`src/common/rob_except_macros.svh`:
```
/* rob exception bank sizing
   lane, bundle and writeback port counts shared by RTL and testbench */

`ifndef ROB_EXCEPT_MACROS_SVH
`define ROB_EXCEPT_MACROS_SVH

// instruction lanes per reorder buffer bundle
`define ROBX_LANES 4

// bundles held by the reorder buffer
`define ROBX_BUNDLES 48

// writeback ports that can report an exception per cycle
`define ROBX_WB_PORTS 3

`endif

```
`src/common/rob_except_pkg.sv`:
```
/* rob exception bank types
   vector typedefs for bundle, lane, tag and exception code */

`include "rob_except_macros.svh"

package rob_except_pkg;

  // bundle number, only 0 to ROBX_BUNDLES-1 are legal
  typedef logic [$clog2(`ROBX_BUNDLES)-1:0] bundle_idx_t;

  typedef logic [$clog2(`ROBX_LANES)-1:0] lane_idx_t; // lane within a bundle

  // tag is the bundle index on top and the lane index below it
  typedef logic [$bits(bundle_idx_t)+$bits(lane_idx_t)-1:0] rob_tag_t;

  // exception cause, zero means the lane did not except
  typedef logic [7:0] except_code_t;

endpackage

```
`src/rob_except/except_lane_ram.sv`:
```
/* exception code RAM for one lane
   one write per writeback port plus init, read through a latched bundle index */

`timescale 1ns/100ps
`include "rob_except_macros.svh"

module except_lane_ram (
  input  logic                                              clk,
  input  logic [`ROBX_WB_PORTS-1:0]                         lane_wen,
  input  rob_except_pkg::bundle_idx_t [`ROBX_WB_PORTS-1:0]  port_bundle,
  input  rob_except_pkg::except_code_t [`ROBX_WB_PORTS-1:0] port_code,
  input  logic                                              init_wen,
  input  rob_except_pkg::bundle_idx_t                       init_bundle,
  input  rob_except_pkg::except_code_t                      init_code,
  input  logic                                              read_step,
  input  rob_except_pkg::bundle_idx_t                       read_bundle,
  output rob_except_pkg::except_code_t                      read_code
);
  import rob_except_pkg::*;

  except_code_t ram [0:`ROBX_BUNDLES-1];
  bundle_idx_t  read_idx;

  // later writes override earlier ones to the same entry,
  // so the highest port wins and init beats every port
  always_ff @(posedge clk) begin
    for (int p = 0; p < `ROBX_WB_PORTS; p++) begin
      if (lane_wen[p]) begin
        ram[port_bundle[p]] <= port_code[p];
      end
    end
    if (init_wen) begin
      ram[init_bundle] <= init_code;
    end
  end

  always_ff @(posedge clk) begin
    if (read_step) begin
      read_idx <= read_bundle; // held until the core steps again
    end
  end

  assign read_code = ram[read_idx];

  // the latched index addresses a real entry for the whole read window
  a_read_bundle: assert property (@(posedge clk)
    read_step |=> read_idx < `ROBX_BUNDLES)
    else $error("read stepped to bundle %0d", read_idx);

endmodule

```
`config.mk`:
```
export PLATFORM = sky130hd
export DESIGN_NAME = except_lane_ram
export DESIGN_NICKNAME = d
export VERILOG_FILES = /design/src/common/rob_except_pkg.sv /design/src/rob_except/except_lane_ram.sv
export VERILOG_INCLUDE_DIRS = /design/src /design/src/common
export SDC_FILE = /design/constraint.sdc
export NUM_CORES = 1
export LEC_CHECK = 0
export BUFFER_PORTS_ARGS = -buffer_cell sky130_fd_sc_hd__buf_2
export CAP_MARGIN = 0
export CORE_AREA = 3 3 227 229
export CTS_CLUSTER_DIAMETER = 200
export DETAILED_ROUTE_END_ITERATION = 10
export DIE_AREA = 0 0 230 232
export PLACE_DENSITY = 0.74
export SYNTH_ARGS = -nofsm -noshare
export SYNTH_HDL_FRONTEND = slang
export SYNTH_SLANG_ARGS = --single-unit
```
`constraint.sdc`:
```
create_clock -name clk -period 6 [get_ports clk]
set_input_delay 0.3 -clock clk [delete_from_list [all_inputs] [get_ports clk]]
set_output_delay 0.3 -clock clk [all_outputs]
set_load 0.02 [all_outputs]
```
After elaboration in Yosys (flattened, before gate mapping). Memory sizes are Yosys's and may differ from the RTL's. A register that Yosys moved wholly into a read port is not among the register bits. Cells that the tools add are included.

Mux-type cells: 9.

Operators by type and width (count): $mux W1 (8); $mux W6 (1).

Input port bits: 68. Flip-flop bits (word level): 6. Memories: 1. Logic and storage cells: 11. Output and inout port bits: 8. Bits in writable memories: 384.

Memories: ram (depth 48, bits a word 8, read ports 1, clocked after Yosys merged registers in 1, write ports 4, line except_lane_ram.sv:21) `` except_code_t ram [0:`ROBX_BUNDLES-1]; ``.

Depth between registers and ports, before layout.
Depth in word-level cells: 2. Mapped depth: 8.

Worst setup path before layout. Ideal clock, no wire load.

Path kind: flip-flop to output port. Start point: register with a tool-made name. End point: output port read_code[2]. Stages on the path, launching flop included: 9. Setup slack: 3505 ps. Buffers on the path: 3. Arrival: 2195 ps. Required time: 5700 ps. Cells stage by stage: dfxtp_1 -> buf_2 -> and2_1 -> clkbuf_1 -> clkbuf_1 -> a22o_1 -> a221oi_1 -> o22ai_1 -> o41ai_1.

RTL lines: end: declaration (line except_lane_ram.sv:17) `output rob_except_pkg::except_code_t read_code`.

==> summary.txt <==
Gate power share: 0.173
Synth Register Bits: 396
Area leader, netlist: edfxtp_1
Fmax: 241 MHz
Unrepaired setup endpoints after global routing: no
Clock buffer depth: 3
Synth-to-Final Area Change: 6.10%
Slew @ Worst Pin: 1.23 ns
Final wirelength: 120 mm
Largest net degree at the start of global routing: 61
Top FF cell, synth: edfxtp_1
Status: completed
CTS sink cnt: 396
Internal power: 5.28 mW
Total power: 7.38 mW
H-tree depth reported by CTS: 2
Synth cell types: 47
Critical Path, Cell by Cell: buf_12, mux2i_1, a22o_1, a221oi_1, o22ai_1, o41ai_1, buf_2
Vias in the first global route: 24,600
Post-synthesis cell count: 2,896
DP HPWL: 66.9 mm
Iteration-0 DRC Markers: 4,368
Crit end category: output pin
CTS Hold Bufs: 6
FF+latch area: 11,800 um^2
CTS tree: done
Avg Synthesized Cell Area: 10.2 um^2
Delay-heaviest family, CP: compound AO/OA/AOI/OAI gates
Drt first pass iters: 6
Hold Fails Final Rpt: 0
Multi-input logic area: 16,500 um^2
Setup Skew: 0.00807 ns
Endpoints failing setup: 0
Die area: 53,400 um^2
Post-synth EDFFs: 390
Yosys warns: 0
Cts bufs inserted: 46
Minimum clock period: 4.15 ns
FFs w/ async S/R, synth: 0
Die width: 230 um
Power Density: 235 nW/um^2
Cell Area, Synth: 29,600 um^2
Final period util: 0.691
Grt total ovfl: 0
Slew HR: 0.176
Post-CTS resize count: 0
Via count: 25,800
Psw: 2.10 mW
Most common cell in the netlist: mux2i_1
Gr usage total: 0.436
Max incr delay on CP: 0.73 ns
Clk_lat worst skew: 0.59 ns
Cell leakage power: 12.4 nW
Initial Utilization: 0.594
Yosys top cell area share: 0.396
Slowest CP cell: o41ai_1
# port buffers: 75
Setup bufs post-CTS: 0
First-pass GRT wire length: 169 mm
Core Rows: 82
Top post-synthesis cells by count: mux2i_1 (512), edfxtp_1 (390), nand2_1 (324), clkbuf_1 (254), nor2_1 (247)
Design area: 31,400 um^2
Cell Area, Placed: 29,800 um^2
Worst path bufs/invs: 2
Nets@finish: 2,789
Clock Tree Root: clkbuf_16
Final Max Tran Viols: 0
DRC viols: 0
Post-Syn Nets: 2,964
Core area: 49,900 um^2
Initial antenna violation count: 2
Routability cong.: 0.980
Fraction of layout instances using a drive strength above 1: 0.168
Average wire per standard cell: 34.9 um
Layout fillers: 3,973
WP data arrival: 3.85 ns
CP Launch Type: register
Sw Ratio: 0.284
Sequential Power Share: 0.432
Antenna Violating Nets Remaining: 0
Setup TNS: 0 ns
Final core occ: 0.630
Max Cap Viol: 0
# IOs: 76
WP data required: 5.70 ns
Clock power frac: 0.395
Peak supply drop: 175 uV
Setup Crit Path Kind: register to output pin
Register area share after synthesis: 0.400
Die height: 232 um
Crit-path max FO: 60
Register clock-pin slew on the reported worst setup and hold paths: 0.06 ns
FF-to-FF setup slack: 5.19 ns
Drt via density: 7.53
Worst hold path type: input pin to register
Top post-synthesis cells by area: edfxtp_1 (40%), mux2i_1 (17%), mux2_2 (7.4%), a211oi_1 (4.9%), a21o_1 (4.9%)
sequential cells by signal, indices dropped and copies added (netlist names), named ones only:
| name | cells |
|---|---|
| ram | 384 |
| read_idx | 6 |
cell families (layout without fill, tap and decap cells):
| group | after synthesis | count (layout) | synth area share |
|---|---|---|---|
| multiplexers | 750 | 750 | 0.279 |
| AND/OR/NAND/NOR | 726 | 726 | 0.115 |
| AO/OA/AOI/OAI | 696 | 696 | 0.161 |
| flip-flops | 396 | 396 | 0.400 |
| buffers and inverters | 328 | 188 | 0.0453 |
| other | 0 | 1 | 0 |
per-stage QoR:
| step | cells | setup slack [ns] | hold slack (ns) |
|---|---|---|---|
| 6_report | 3429 | 1.85 | 0.0975 |
| 5_1_grt | 3429 | 1.88 | 0.0914 |
| 4_1_cts | 3428 | 2.00 | 0.0821 |
| 3_5_place_dp | 3339 | 2.64 | 0.470 |
| 3_3_place_gp | 3339 | 2.69 | 0.461 |
| 2_1_floorplan | 2896 | 3.50 | 0.399 |
worst paths after layout:
kind,from,end,depth (start not counted)
worst min-delay path,read_step,read_idx[2],1
worst max register to register,read_idx[2],register,1
worst min register to register,read_idx[5],register,1
worst max-delay path,register,read_code[1],7
cell type report:
cell class	count	share of cell area
flip-flops and latches	396	0.377
diodes	1	0.0000797
clock buffers	65	0.0426
multi-input cells	2172	0.525
clock inverters	18	0.00634
repair buffers	105	0.0223
well taps	672	0.0268
placed cells by master (no fill, tap or decap), types with 6 or more instances in the layout:
master,n
nand3b_1,6
o41ai_1,8
nand3_1,24
a21o_1,192
mux4_2,40
mux2i_1,512
and3b_1,10
o22ai_1,8
buf_4,52
buf_2,46
o21ai_1,54
o21ai_0,138
a21oi_1,16
clkbuf_1,11
clkinv_2,8
nand2_1,324
a22o_1,16
dlygate4sd3_1,6
nor3b_1,12
nor2_4,24
and2_1,10
nand4b_1,6
a211oi_1,192
edfxtp_1,390
mux2_2,195
nor2_2,17
clkbuf_16,49
a221oi_1,40
nor2_1,246
a22oi_1,32
power groups by stage:
stage / registers, mW / clock network [mW] / logic [mW]
after floorplan: 3.20 / 0 / 0.795
after global placement: 3.24 / 0 / 1.18
after detailed placement: 3.24 / 0 / 1.20
after CTS: 3.18 / 2.90 / 1.21
final: 3.19 / 2.92 / 1.28
after global routing: 3.19 / 3.01 / 1.30
routing by layer:
layer | part of all wire | global-route usage
met5 | 0.00083 | 0.0110
met4 | 0.087 | 0.304
met3 | 0.15 | 0.139
met2 | 0.41 | 0.628
met1 | 0.35 | 0.557
Power figures use the tool's default switching activity.
