### config.mk
export PLATFORM = sky130hd
export DESIGN_NAME = retire_scanner
export DESIGN_NICKNAME = d
export VERILOG_FILES = /design/src/common/rob_except_pkg.sv /design/src/rob_except/retire_scanner.sv
export VERILOG_INCLUDE_DIRS = /design/src /design/src/common
export SDC_FILE = /design/constraint.sdc
export NUM_CORES = 1
export LEC_CHECK = 0
export ABC_AREA = 1
export BUFFER_PORTS_ARGS = -buffer_cell sky130_fd_sc_hd__buf_2
export CAP_MARGIN = 20
export CORE_UTILIZATION = 40
export CTS_CLUSTER_DIAMETER = 150
export DETAILED_ROUTE_END_ITERATION = 10
export GPL_TIMING_DRIVEN = 0
export PLACE_DENSITY = 0.71
export REMOVE_ABC_BUFFERS = 1
export SLEW_MARGIN = 20
export SYNTH_ARGS = -nofsm -noshare
export SYNTH_HDL_FRONTEND = slang
export SYNTH_SLANG_ARGS = --single-unit
export TNS_END_PERCENT = 10
### constraint.sdc
create_clock -name clk -period 1 [get_ports clk]
set_input_delay 0 -clock clk [delete_from_list [all_inputs] [get_ports clk]]
set_output_delay 0 -clock clk [all_outputs]
set_load 0.005 [all_outputs]
### src/common/rob_except_macros.svh
/* rob exception bank sizing
   lane, bundle and writeback port counts shared by RTL and testbench */

`ifndef ROB_EXCEPT_MACROS_SVH
`define ROB_EXCEPT_MACROS_SVH

// instruction lanes per reorder buffer bundle
`define ROBX_LANES 4

// bundles held by the reorder buffer
`define ROBX_BUNDLES 48

// writeback ports that can report an exception per cycle
`define ROBX_WB_PORTS 3

`endif

### src/common/rob_except_pkg.sv
/* rob exception bank types
   vector typedefs for bundle, lane, tag and exception code */

`include "rob_except_macros.svh"

package rob_except_pkg;

  // bundle number, only 0 to ROBX_BUNDLES-1 are legal
  typedef logic [$clog2(`ROBX_BUNDLES)-1:0] bundle_idx_t;

  typedef logic [$clog2(`ROBX_LANES)-1:0] lane_idx_t; // lane within a bundle

  // tag is the bundle index on top and the lane index below it
  typedef logic [$bits(bundle_idx_t)+$bits(lane_idx_t)-1:0] rob_tag_t;

  // exception cause, zero means the lane did not except
  typedef logic [7:0] except_code_t;

endpackage

### src/rob_except/retire_scanner.sv
/* retire scanner for the rob exception bank
   finds the lowest excepting lane of the stepped bundle and registers the summary */

`timescale 1ns/100ps
`include "rob_except_macros.svh"

module retire_scanner (
  input  logic                                        clk,
  input  logic                                        rst_n,
  input  logic                                        read_step,
  input  rob_except_pkg::except_code_t [`ROBX_LANES-1:0] lane_code,
  output logic                                        retire_valid,
  output logic                                        retire_except,
  output rob_except_pkg::lane_idx_t                   retire_lane,
  output rob_except_pkg::except_code_t                retire_code
);
  import rob_except_pkg::*;

  logic         step_q; // lane codes belong to a fresh step this cycle
  logic         found;
  lane_idx_t    found_lane;
  except_code_t found_code;

  // scan from the top lane down so the lowest nonzero lane is kept last
  always_comb begin
    found = 1'b0;
    found_lane = '0;
    found_code = '0;
    for (int k = `ROBX_LANES - 1; k >= 0; k--) begin
      if (lane_code[k] != '0) begin
        found = 1'b1;
        found_lane = lane_idx_t'(k);
        found_code = lane_code[k];
      end
    end
  end

  always_ff @(posedge clk) begin
    if (!rst_n) begin
      step_q <= 1'b0;
      retire_valid <= 1'b0;
    end else begin
      step_q <= read_step;
      retire_valid <= step_q; // one pulse per step, back to back when stepping every cycle
    end
  end

  always_ff @(posedge clk) begin
    if (step_q) begin
      retire_except <= found;
      retire_lane <= found_lane;
      retire_code <= found_code;
    end
  end

  // a reported exception always carries its cause
  a_except_code: assert property (@(posedge clk) disable iff (!rst_n)
    retire_valid && retire_except |-> retire_code != '0)
    else $error("retire reported lane %0d with a zero code", retire_lane);

endmodule

# Word level (Yosys, flattened, before mapping)
# Index checks and enable logic that the tools add are counted.
[classes]
muxes = 8
reduce_logical = 6
[ops]
columns = ["op", "n"]
rows = [
  ["$mux W8", 4],
  ["$reduce_bool A8 Y1", 4],
  ["$mux W2", 2],
  ["$reduce_or A3 Y1", 1],
  ["$mux W1", 2],
  ["$reduce_or A2 Y1", 1],
]
[totals]
reg_bits = 13
inputBits = 35
output_inout_bits = 12
word_cells = 20

# Logic depth before layout (Yosys ltp)
[logic_depth]
word_depth = 5
ltp_mapped = 7

# Worst setup path after synthesis
# OpenSTA, ideal clock, no wires.
[synth_path]
path_kind = "register to register"
startpoint = "register step_q"
endpoint = "register retire_code[0], enable pin"
setup_time_ns = 0.350
arrival_time_ns = 0.522
path_slack_ns = 0.127
stages_incl_launch_ff = 1
path_buffers = 0
cell_sequence = "dfxtp_1"
[synth_rtl]
columns = ["element", "line_no", "rtl"]
rows = [
  ["from (decl)", "retire_scanner.sv:19", "logic step_q;"],
  ["from (signal assigned)", "retire_scanner.sv:43", "step_q <= read_step;"],
  ["to (signal assigned)", "retire_scanner.sv:52", "retire_code <= found_code;"],
  ["to (decl)", "retire_scanner.sv:15", "output rob_except_pkg::except_code_t retire_code"],
]
# No word-level cell between the ends.

# Final worst setup path
[layout_path]
startpoint = "register step_q"
endpoint = "register retire_code[0], enable pin"
# No word-level cell between the ends.

==> impl_metrics.ini <==
[sta]
worst-slew-pin-transition_ps = 322
hold_viol_final = 0
setup_viol = 0
min_period_ps = 808
max-slew-margin-rel_pct = 78.5
fin_skew_ps = 3.52
finalCritPeriodShare_pct = 80.8
max_freq_mhz = 1240
tns_ps = 0
drv_slew = 0
rsz0062_at_grt = false

[worst_setup_path]
start_kind = register
rrSetupSlack_ps = 190
critPathArrivalTime_ps = 760
cp_data_required_time_ps = 960
path_class = reg -> reg
rr_startpoint = step_q
r2r_cells = 0
endpoint = retire_code[0]
cp.depth = 0
cp_max_fo = 12
endpoint_kind = register
rr_endpoint = retire_code[0]
crit_start = step_q

[synth]
ys_warn_count = 0
ys_seq_elements = 13
syn_avg_cell_area_sq_um = 7.40
synth.area.top_cells = edfxtp_1, nand2_1, nor2_1
ys_types = 15
synth_seq_area_share_pct = 47.7
synth_compound_area_share_pct = 5.80
synthDominantCellAreaShare_pct = 42.5
synthXorXnorAreaFrac_pct = 0
synth_cells = 105
synth_top_cell_by_area = edfxtp_1
muxShareOfSynthArea_pct = 0
synthSimpleGateAreaFrac_pct = 38.3
netlist_area_sq_um = 777
synth_top_family_by_area = simple AND/OR/NAND/NOR gates
synth_fa_ha_area_share_pct = 0

[cells_and_area]
final_cells = 182
area_delta_synth_final_pct = 39.9
layout-drive-gt1-share_pct = 38.9
nNetsFinal = 193
n_antenna_cell = 0

[cts]
cts_made_buffers = 3
cts_setup_buffers = 0
clkTransAtPathRegs_ps = 80
h-tree-depth = 1
clock_latency_ps = 270
cts_tree = built
clockBufferDepth = 2
cts_root_buffer = clkbuf_4
cts_sinks = 13

[drt]
drt_iter0_markers = 20
drt_wl_total_mm = 1.73
ant_nets = 0
via_count = 790
drt_pass1_iterations = 4
vias_per_cell = 4.34
drcViolationCount = 0
wl_per_cell_um = 9.48

[power]
powerDensity_nw_per_um2 = 1020
vdd_drop_max_uv = 869
p_leak_nw = 0.612

[min_path]
hold_path.class = in -> reg
hold_start = lane_code[5]

[placed_design]
hpwl_mm = 1.45
place_inst = 176
port_buffers = 46
gp_congestion = 0.763

[run]
drv_cap = 0

[die]
row_count = 15
fp.dieH_um = 46.1
ioPinCount = 47
start_util_pct = 44.0
die-area_sq_um = 2120
core_area_sq_um = 1760
die_w_um = 46.1

[global_route]
grt_pass1_wl_mm = 2.59
grt_use_total_pct = 17.0
grt_max_degree = 13
grt_pass1_vias = 720
gr-total-overflow = 0
grt_antenna_before_repair = 0

[outcome]
status = finished, final reports clean
==> logic make-up (layout without fill, tap and decap cells) <==
| family | after synthesis | after routing |
|---|---|---|
| flip-flops | 13 | 13 |
| AO/OA/AOI/OAI | 9 | 9 |
| buffers and inverters | 17 | 69 |
| AND/OR/NAND/NOR | 66 | 66 |
==> registers in the layout (all words and copies together) (netlist names) <==
name and count:
retire_lane 2, retire_except 1, retire_valid 1, retire_code 8
step_q 1
==> metal layers <==
metal	GRT usage, %	wire [um]
met1	17.7	695
met4	1.76	0
met2	33.2	965
met3	5.88	64
met5	0	0
==> through the flow <==
step | utilization, % | power, mW | hold slack, ps | area [sq um] | worst slack [ps]
3_5_place_dp | 58.9 | 0.800 | 187 | 1040 | -12.7
4_1_cts | 61.6 | 1.11 | 5.02 | 1090 | 5.36
5_1_grt | 61.6 | 1.15 | 11.7 | 1090 | 159
2_1_floorplan | - | 0.691 | 93.5 | 777 | 127
6_report | 61.6 | 1.11 | 8.92 | 1090 | 192
3_3_place_gp | 58.9 | 0.796 | 183 | 1040 | 1.50
==> cell usage in the layout (no fill, tap or decap), drive strengths merged, types with 2 or more instances in the layout <==
cell type / netlist / final
edfxtp: 11 / 11
inv: 17 / 17
nand4: 2 / 2
a21oi: 9 / 9
dlygate4sd3: 0 / 2
nor2: 20 / 20
clkbuf: 0 / 3
buf: 0 / 46
dfxtp: 2 / 2
nand2: 42 / 42
==> repair_timing <==
item / CTS / global route
hold buffers: 2 / 0
setup endpoints to repair: 0 / 11
hold endpoints to repair: 2 / 0
gates resized for setup: 0 / 1
==> layout make-up <==
cell class	count	area [sq um]
fill	173	677
sequential	13	372
multi-input combinational	75	343
timing repair buffer	48	250
inverter	17	63.8
tap	25	31.3
clock buffer	3	22.5
clock inverter	1	5.00
==> how the worst min path moves through the flow <==
stage | end | cells past startpoint | slack (ps)
2_1_floorplan | step_q | 2 | 90
3_3_place_gp | step_q | 3 | 180
3_5_place_dp | step_q | 3 | 190
4_1_cts | retire_code[7] | 3 | 5
5_1_grt | retire_code[6] | 3 | 10
6_report | retire_code[5] | 3 | 9
==> synthesized netlist by cell type <==
| cell | instances |
|---|---|
| a21oi_1 | 9 |
| and2b_1 | 1 |
| dfxtp_1 | 2 |
| edfxtp_1 | 11 |
| inv_1 | 14 |
| inv_2 | 3 |
| nand2_1 | 41 |
| nand2_2 | 1 |
| nand3_1 | 1 |
| nand4_1 | 1 |
| nand4_2 | 1 |
| nor2_1 | 15 |
| nor2_2 | 3 |
| nor2_4 | 1 |
| nor2_8 | 1 |
==> power by group <==
part | leakage [nW] | total [mW] | internal, mW | switching (mW)
Combinational | 0.467 | 0.172 | 0.0893 | 0.0829
Sequential | 0.126 | 0.621 | 0.609 | 0.0120
Clock | 0.0177 | 0.312 | 0.148 | 0.164
Total | 0.612 | 1.11 | 0.846 | 0.259
Power figures use the tool's default switching activity.
