[config.mk]
export PLATFORM = sky130hd
export DESIGN_NAME = wb_router
export DESIGN_NICKNAME = d
export VERILOG_FILES = /design/src/common/rob_except_pkg.sv /design/src/rob_except/wb_router.sv
export VERILOG_INCLUDE_DIRS = /design/src /design/src/common
export SDC_FILE = /design/constraint.sdc
export NUM_CORES = 1
export LEC_CHECK = 0
export BUFFER_PORTS_ARGS = -buffer_cell sky130_fd_sc_hd__buf_2
export CORE_ASPECT_RATIO = 1.5
export CORE_MARGIN = 2
export CORE_UTILIZATION = 38
export CTS_BUF_LIST = sky130_fd_sc_hd__clkbuf_8 sky130_fd_sc_hd__clkbuf_16
export CTS_CLUSTER_SIZE = 28
export DETAILED_ROUTE_END_ITERATION = 7
export GPL_ROUTABILITY_DRIVEN = 0
export GPL_TIMING_DRIVEN = 0
export HOLD_SLACK_MARGIN = 0.03
export PLACE_DENSITY = 0.82
export SYNTH_ARGS = -nofsm -noshare
export SYNTH_HDL_FRONTEND = slang
export SYNTH_SLANG_ARGS = --single-unit
[constraint.sdc]
create_clock -name clk -period 1.5 [get_ports clk]
set_clock_uncertainty 0.05 [all_clocks]
set_input_delay 0.3 -clock clk [delete_from_list [all_inputs] [get_ports clk]]
set_output_delay 0.3 -clock clk [all_outputs]
set_load 0.02 [all_outputs]
[src/common/rob_except_macros.svh]
/* rob exception bank sizing
   lane, bundle and writeback port counts shared by RTL and testbench */

`ifndef ROB_EXCEPT_MACROS_SVH
`define ROB_EXCEPT_MACROS_SVH

// instruction lanes per reorder buffer bundle
`define ROBX_LANES 4

// bundles held by the reorder buffer
`define ROBX_BUNDLES 48

// writeback ports that can report an exception per cycle
`define ROBX_WB_PORTS 3

`endif

[src/common/rob_except_pkg.sv]
/* rob exception bank types
   vector typedefs for bundle, lane, tag and exception code */

`include "rob_except_macros.svh"

package rob_except_pkg;

  // bundle number, only 0 to ROBX_BUNDLES-1 are legal
  typedef logic [$clog2(`ROBX_BUNDLES)-1:0] bundle_idx_t;

  typedef logic [$clog2(`ROBX_LANES)-1:0] lane_idx_t; // lane within a bundle

  // tag is the bundle index on top and the lane index below it
  typedef logic [$bits(bundle_idx_t)+$bits(lane_idx_t)-1:0] rob_tag_t;

  // exception cause, zero means the lane did not except
  typedef logic [7:0] except_code_t;

endpackage

[src/rob_except/wb_router.sv]
/* writeback router for the rob exception bank
   splits tags into bundle and lane strobes and registers every write for one stage */

`timescale 1ns/100ps
`include "rob_except_macros.svh"

module wb_router (
  input  logic                                                 clk,
  input  logic                                                 rst_n,
  input  logic                                                 wb0_wen,
  input  rob_except_pkg::rob_tag_t                             wb0_tag,
  input  rob_except_pkg::except_code_t                         wb0_code,
  input  logic                                                 wb1_wen,
  input  rob_except_pkg::rob_tag_t                             wb1_tag,
  input  rob_except_pkg::except_code_t                         wb1_code,
  input  logic                                                 wb2_wen,
  input  rob_except_pkg::rob_tag_t                             wb2_tag,
  input  rob_except_pkg::except_code_t                         wb2_code,
  input  logic                                                 init_wen,
  input  rob_except_pkg::bundle_idx_t                          init_bundle,
  input  rob_except_pkg::except_code_t                         init_code0,
  input  rob_except_pkg::except_code_t                         init_code1,
  input  rob_except_pkg::except_code_t                         init_code2,
  input  rob_except_pkg::except_code_t                         init_code3,
  output logic [`ROBX_LANES-1:0][`ROBX_WB_PORTS-1:0]           lane_wen,
  output rob_except_pkg::bundle_idx_t [`ROBX_WB_PORTS-1:0]     port_bundle,
  output rob_except_pkg::except_code_t [`ROBX_WB_PORTS-1:0]    port_code,
  output logic                                                 init_wen_q,
  output rob_except_pkg::bundle_idx_t                          init_bundle_q,
  output rob_except_pkg::except_code_t [`ROBX_LANES-1:0]       init_code_q
);
  import rob_except_pkg::*;

  localparam int LANE_W = $bits(lane_idx_t);
  localparam int TAG_W = $bits(rob_tag_t);

  logic [`ROBX_WB_PORTS-1:0]                 wb_wen;
  rob_tag_t [`ROBX_WB_PORTS-1:0]             wb_tag;
  except_code_t [`ROBX_WB_PORTS-1:0]         wb_code;
  bundle_idx_t [`ROBX_WB_PORTS-1:0]          wb_bundle;
  lane_idx_t [`ROBX_WB_PORTS-1:0]            wb_lane;
  except_code_t [`ROBX_LANES-1:0]            init_code_d;
  logic [`ROBX_LANES-1:0][`ROBX_WB_PORTS-1:0] lane_wen_d;

  // port 0 and lane 0 sit in the low element
  assign wb_wen = {wb2_wen, wb1_wen, wb0_wen};
  assign wb_tag = {wb2_tag, wb1_tag, wb0_tag};
  assign wb_code = {wb2_code, wb1_code, wb0_code};
  assign init_code_d = {init_code3, init_code2, init_code1, init_code0};

  always_comb begin
    for (int p = 0; p < `ROBX_WB_PORTS; p++) begin
      wb_bundle[p] = wb_tag[p][TAG_W-1:LANE_W];
      wb_lane[p] = wb_tag[p][LANE_W-1:0];
    end
    for (int k = 0; k < `ROBX_LANES; k++) begin
      for (int p = 0; p < `ROBX_WB_PORTS; p++) begin
        lane_wen_d[k][p] = wb_wen[p] && (wb_lane[p] == lane_idx_t'(k)); // only the tagged lane
      end
    end
  end

  always_ff @(posedge clk) begin
    if (!rst_n) begin
      lane_wen <= '0;
      init_wen_q <= 1'b0;
    end else begin
      lane_wen <= lane_wen_d;
      init_wen_q <= init_wen;
    end
  end

  always_ff @(posedge clk) begin
    port_bundle <= wb_bundle;
    port_code <= wb_code;
    init_bundle_q <= init_bundle;
    init_code_q <= init_code_d;
  end

  // a write that leaves the router must address a bundle that exists
  for (genvar p = 0; p < `ROBX_WB_PORTS; p++) begin : g_wb_chk
    a_wb_bundle: assert property (@(posedge clk) disable iff (!rst_n)
      wb_wen[p] |=> port_bundle[p] < `ROBX_BUNDLES)
      else $error("writeback port %0d wrote bundle %0d", p, port_bundle[p]);
  end

  a_init_bundle: assert property (@(posedge clk) disable iff (!rst_n)
    init_wen |=> init_bundle_q < `ROBX_BUNDLES)
    else $error("init wrote bundle %0d", init_bundle_q);

endmodule

# After elaboration in Yosys (flattened, before gate mapping)
# Index checks and enable logic that the tools add are counted.
# W data, S select, Z words.
totals:
  ff_bits: 93
  latchBits: 0
  ramBits: 0
  rom_bits: 0
  input_bits: 92
  output_inout_bits: 93
  wordCells: 40
  mem_count: 0
op_classes:
  n_addsub: 0
  mul: 0
  n_div: 0
  magnitude_cmp: 0
  eq_ne: 9
  shift: 0
  muxes: 0
  n_bitwise: 0
  reduce_logical: 15
op_table:
  columns: ["operator", "n"]
  rows:
  - ["$eq A2 B2 Y1 const B", 6]
  - ["$logic_and A1 B1 Y1", 12]
  - ["$eq A2 B1 Y1 const B", 3]
  - ["$logic_not A2 Y1", 3]

# Longest topological paths before layout
logic_depth:
  ltp_word: 2
  ltp_mapped: 2
  mapped_depth_nobuf: 1

# Worst setup path after synthesis
# No wires, ideal clock.
synth_timing:
  path_type: "input-to-reg"
  startpoint: "input port rst_n"
  endpoint: "register lane_wen[10] in the netlist's numbering"
  setup_ns: 0.116
  arrival_time_ns: 0.582
  required_ns: 1.334
  slack_ns: 0.752
  cell_stages: 2
  path_buffers: 1
  path_cell_list: "buf_6 > and4_1"
synth_lines:
  columns: ["element", "line_no", "rtl"]
  rows:
  - ["from (decl)", "wb_router.sv:9", "input logic rst_n,"]
  - ["to (signal assigned)", "wb_router.sv:68", "lane_wen <= lane_wen_d;"]
  - ["to (decl)", "wb_router.sv:25", "output logic [`ROBX_LANES-1:0][`ROBX_WB_PORTS-1:0] lane_wen,"]
# No word-level cell between the ends.

# Final worst setup path
layout_timing:
  startpoint: "register init_code_q[18] in the netlist's numbering"
  endpoint: "output port init_code_q[18] in the netlist's numbering"
layout_lines:
  columns: ["element", "line_no", "rtl"]
  rows:
  - ["from (decl)", "wb_router.sv:30", "output rob_except_pkg::except_code_t [`ROBX_LANES-1:0] init_code_q"]
  - ["from (signal assigned)", "wb_router.sv:77", "init_code_q <= init_code_d;"]
# No word-level cell between the ends.

==> impl_metrics.tcl <==
set metrics [dict create \
    path_class "reg -> out" \
    startpoint_type "register" \
    crit_cells 1 \
    syn_nets 199 \
    ys_types 7 \
    first_pass_iters 4 \
    via_per_inst 4.18 \
    rsz0062_at_grt "false" \
    synth_area_leaders "dfxtp_1, nor4bb_4, and4b_2" \
    endpoint "init_code_q[18]" \
    max_freq_mhz 808 \
    maxSlewViolCount 0 \
    total_power_uw 5020 \
    multi_input_area_sq_um 173 \
    synth_seq_cells 93 \
    overflow 0 \
    rows 32 \
    ys.flop_type "dfxtp_1" \
    outcome "completed" \
    fin_crit_ns 1.24 \
    slowest_delay_ns 0.37 \
    powerDensity_nw_per_um2 1230 \
    cp_data_required_time_ns 1.15 \
    cts_tree "yes" \
    port_buffers 184 \
    ff_latch_area_sq_um 1860 \
    grt_pass1_wl_mm 10.3 \
    netlist_instances 107 \
    finalWirelength_mm 7.10 \
    yosys_warnings 0 \
    die_h_um 93.9 \
    ys_seq_area_share_pct 91.0 \
    die_w_um 63.9 \
    n_antenna_cell 0 \
    yosysMostFrequentCell "dfxtp_1" \
    cts_buffer_depth 2 \
    grt_usage_pct 23.7 \
    met2WireLength_mm 4.25 \
    wl_met1_mm 2.20 \
    min_path_type "in -> reg" \
    crit_family "flip-flops" \
    arrival_ns 0.89 \
    worstPathMaxFanout 1 \
    highest_layer "met4" \
    drc 0 \
    synth_top_area_share_pct 91.0 \
    cts_max_level 3 \
    grt_max_degree 16 \
    synth_commonest_cells "dfxtp_1, and4_1, and4b_1, and4b_2, nor4bb_4" \
    yosys.area.top_type "dfxtp_1" \
    dr_wl_met3_um 433 \
    antenna_found_initial 0 \
    finalSetupViolCount 0 \
    core_area_sq_um 5160 \
    placed_area_sq_um 3050 \
    cts_hold_buf 80 \
    hold_viol 0 \
    synth_edf_count 0 \
    tightest_slew_ns 0.182 \
    cp-startpoint "init_code_q[18]$_DFF_P_" \
    drt.antenna.violating_nets 0 \
    clk_pin_slew_ns 0.09 \
    cts_resized 0 \
    post_drt_wl_per_cell_um 15.6 \
    grt_pass1_vias 2053 \
    endpoint_kind "primary output" \
    max_slew_margin_pct 87.9 \
    crit_chain "buf_2" \
    finalSetupTns_ns 0 \
    fin_nets 474 \
    cap_viol_max_count 0 \
    ys_async_sr_fraction_pct 0 \
    initial_core_util_pct 39.6 \
    syn2layout_area_growth_pct 99.2 \
    die-area_sq_um 6000 \
    ios 185 \
    nFillCells 282 \
    dr_total_vias 1901 \
    cts_buffers 9 \
    ir_worst_vdd_uv 721 \
    final_area_sq_um 4080 \
    p_leak_uw 0.00206 \
    cts.sinks 93 \
    hpwl_mm 3.90 \
    avgSynthCellArea_sq_um 19.1 \
    drt-initial-drc-count 39 \
    period_share_pct 82.5 \
    drive_gt1_share_pct 53.5 \
    cpMaxStageDelayCell "dfxtp_1" \
    cp_num_buf_inv 1 \
    cts-root-buf "clkbuf_8" \
    postCtsSetupBuffers 0 \
    synth.cell_area_sq_um 2050 \
]
-- worst min path at each step --
stage / start / to / slack (ns) / depth (start not counted)
floorplan: init_bundle[0] / init_bundle_q[0]$_DFF_P_ / 0.28 / 0
global placement: init_code3[3] / init_code_q[27]$_DFF_P_ / 0.35 / 1
detailed placement: init_code2[4] / init_code_q[20]$_DFF_P_ / 0.35 / 1
CTS: wb0_tag[1] / lane_wen[0]$_SDFF_PN0_ / 0.11 / 2
global route: wb0_tag[0] / lane_wen[0]$_SDFF_PN0_ / 0.10 / 2
finish: wb0_tag[0] / lane_wen[0]$_SDFF_PN0_ / 0.13 / 2
-- logic make-up after synthesis --
| logic type | count (synthesis) | synth area share [%] |
|---|---|---|
| buffers and inverters | 1 | 0.550 |
| AND/OR/NAND/NOR | 13 | 8.44 |
| flip-flops | 93 | 91.0 |
-- cell usage in the layout (no fill, tap or decap), drive strengths merged --
master       instances
bufinv               2
dlygate4sd3         80
clkbuf              10
and4b                6
dfxtp               93
clkinvlp             1
inv                  2
nor4bb               3
and4                 3
buf                185
and2                 1
clkinv               1
-- state kept, by name (all words and copies together) (netlist names) --
name	cells
init_bundle_q	6
init_code_q	32
init_wen_q	1
lane_wen	12
port_bundle	18
port_code	24
-- routing by layer --
layer / GRT usage (%) / vias up
met5: 0 / -
met2: 46.5 / 102
li1: - / 898
met3: 7.79 / 16
met1: 20.5 / 885
met4: 12.1 / 0
-- power by group --
group / internal [uW] / total, uW / switching (uW) / leakage [uW]
clock network: 981 / 1780 / 800 / 0.000114
registers: 2590 / 2630 / 34.0 / 0.000781
logic: 319 / 617 / 298 / 0.00117
total: 3890 / 5020 / 1130 / 0.00206
-- stage by stage --
stage / utilization, % / cells / worst slack [ns] / hold WS [ns]
2_1_floorplan: - / 107 / 0.752 / 0.278
6_report: 78.9 / 455 / 0.262 / 0.125
3_5_place_dp: 59.1 / 359 / 0.586 / 0.354
4_1_cts: 78.9 / 455 / 0.269 / 0.106
3_3_place_gp: 59.1 / 359 / 0.589 / 0.352
5_1_grt: 78.9 / 455 / 0.208 / 0.101
-- layout make-up --
class	instances	area share [%]
flip-flops and latches	93	45.7
well taps	68	2.09
repair buffers	264	42.2
multi-input cells	13	4.24
clock inverters	6	2.09
plain buffers	1	0.276
clock buffers	10	3.38
(Power assumes the default switching activity.)
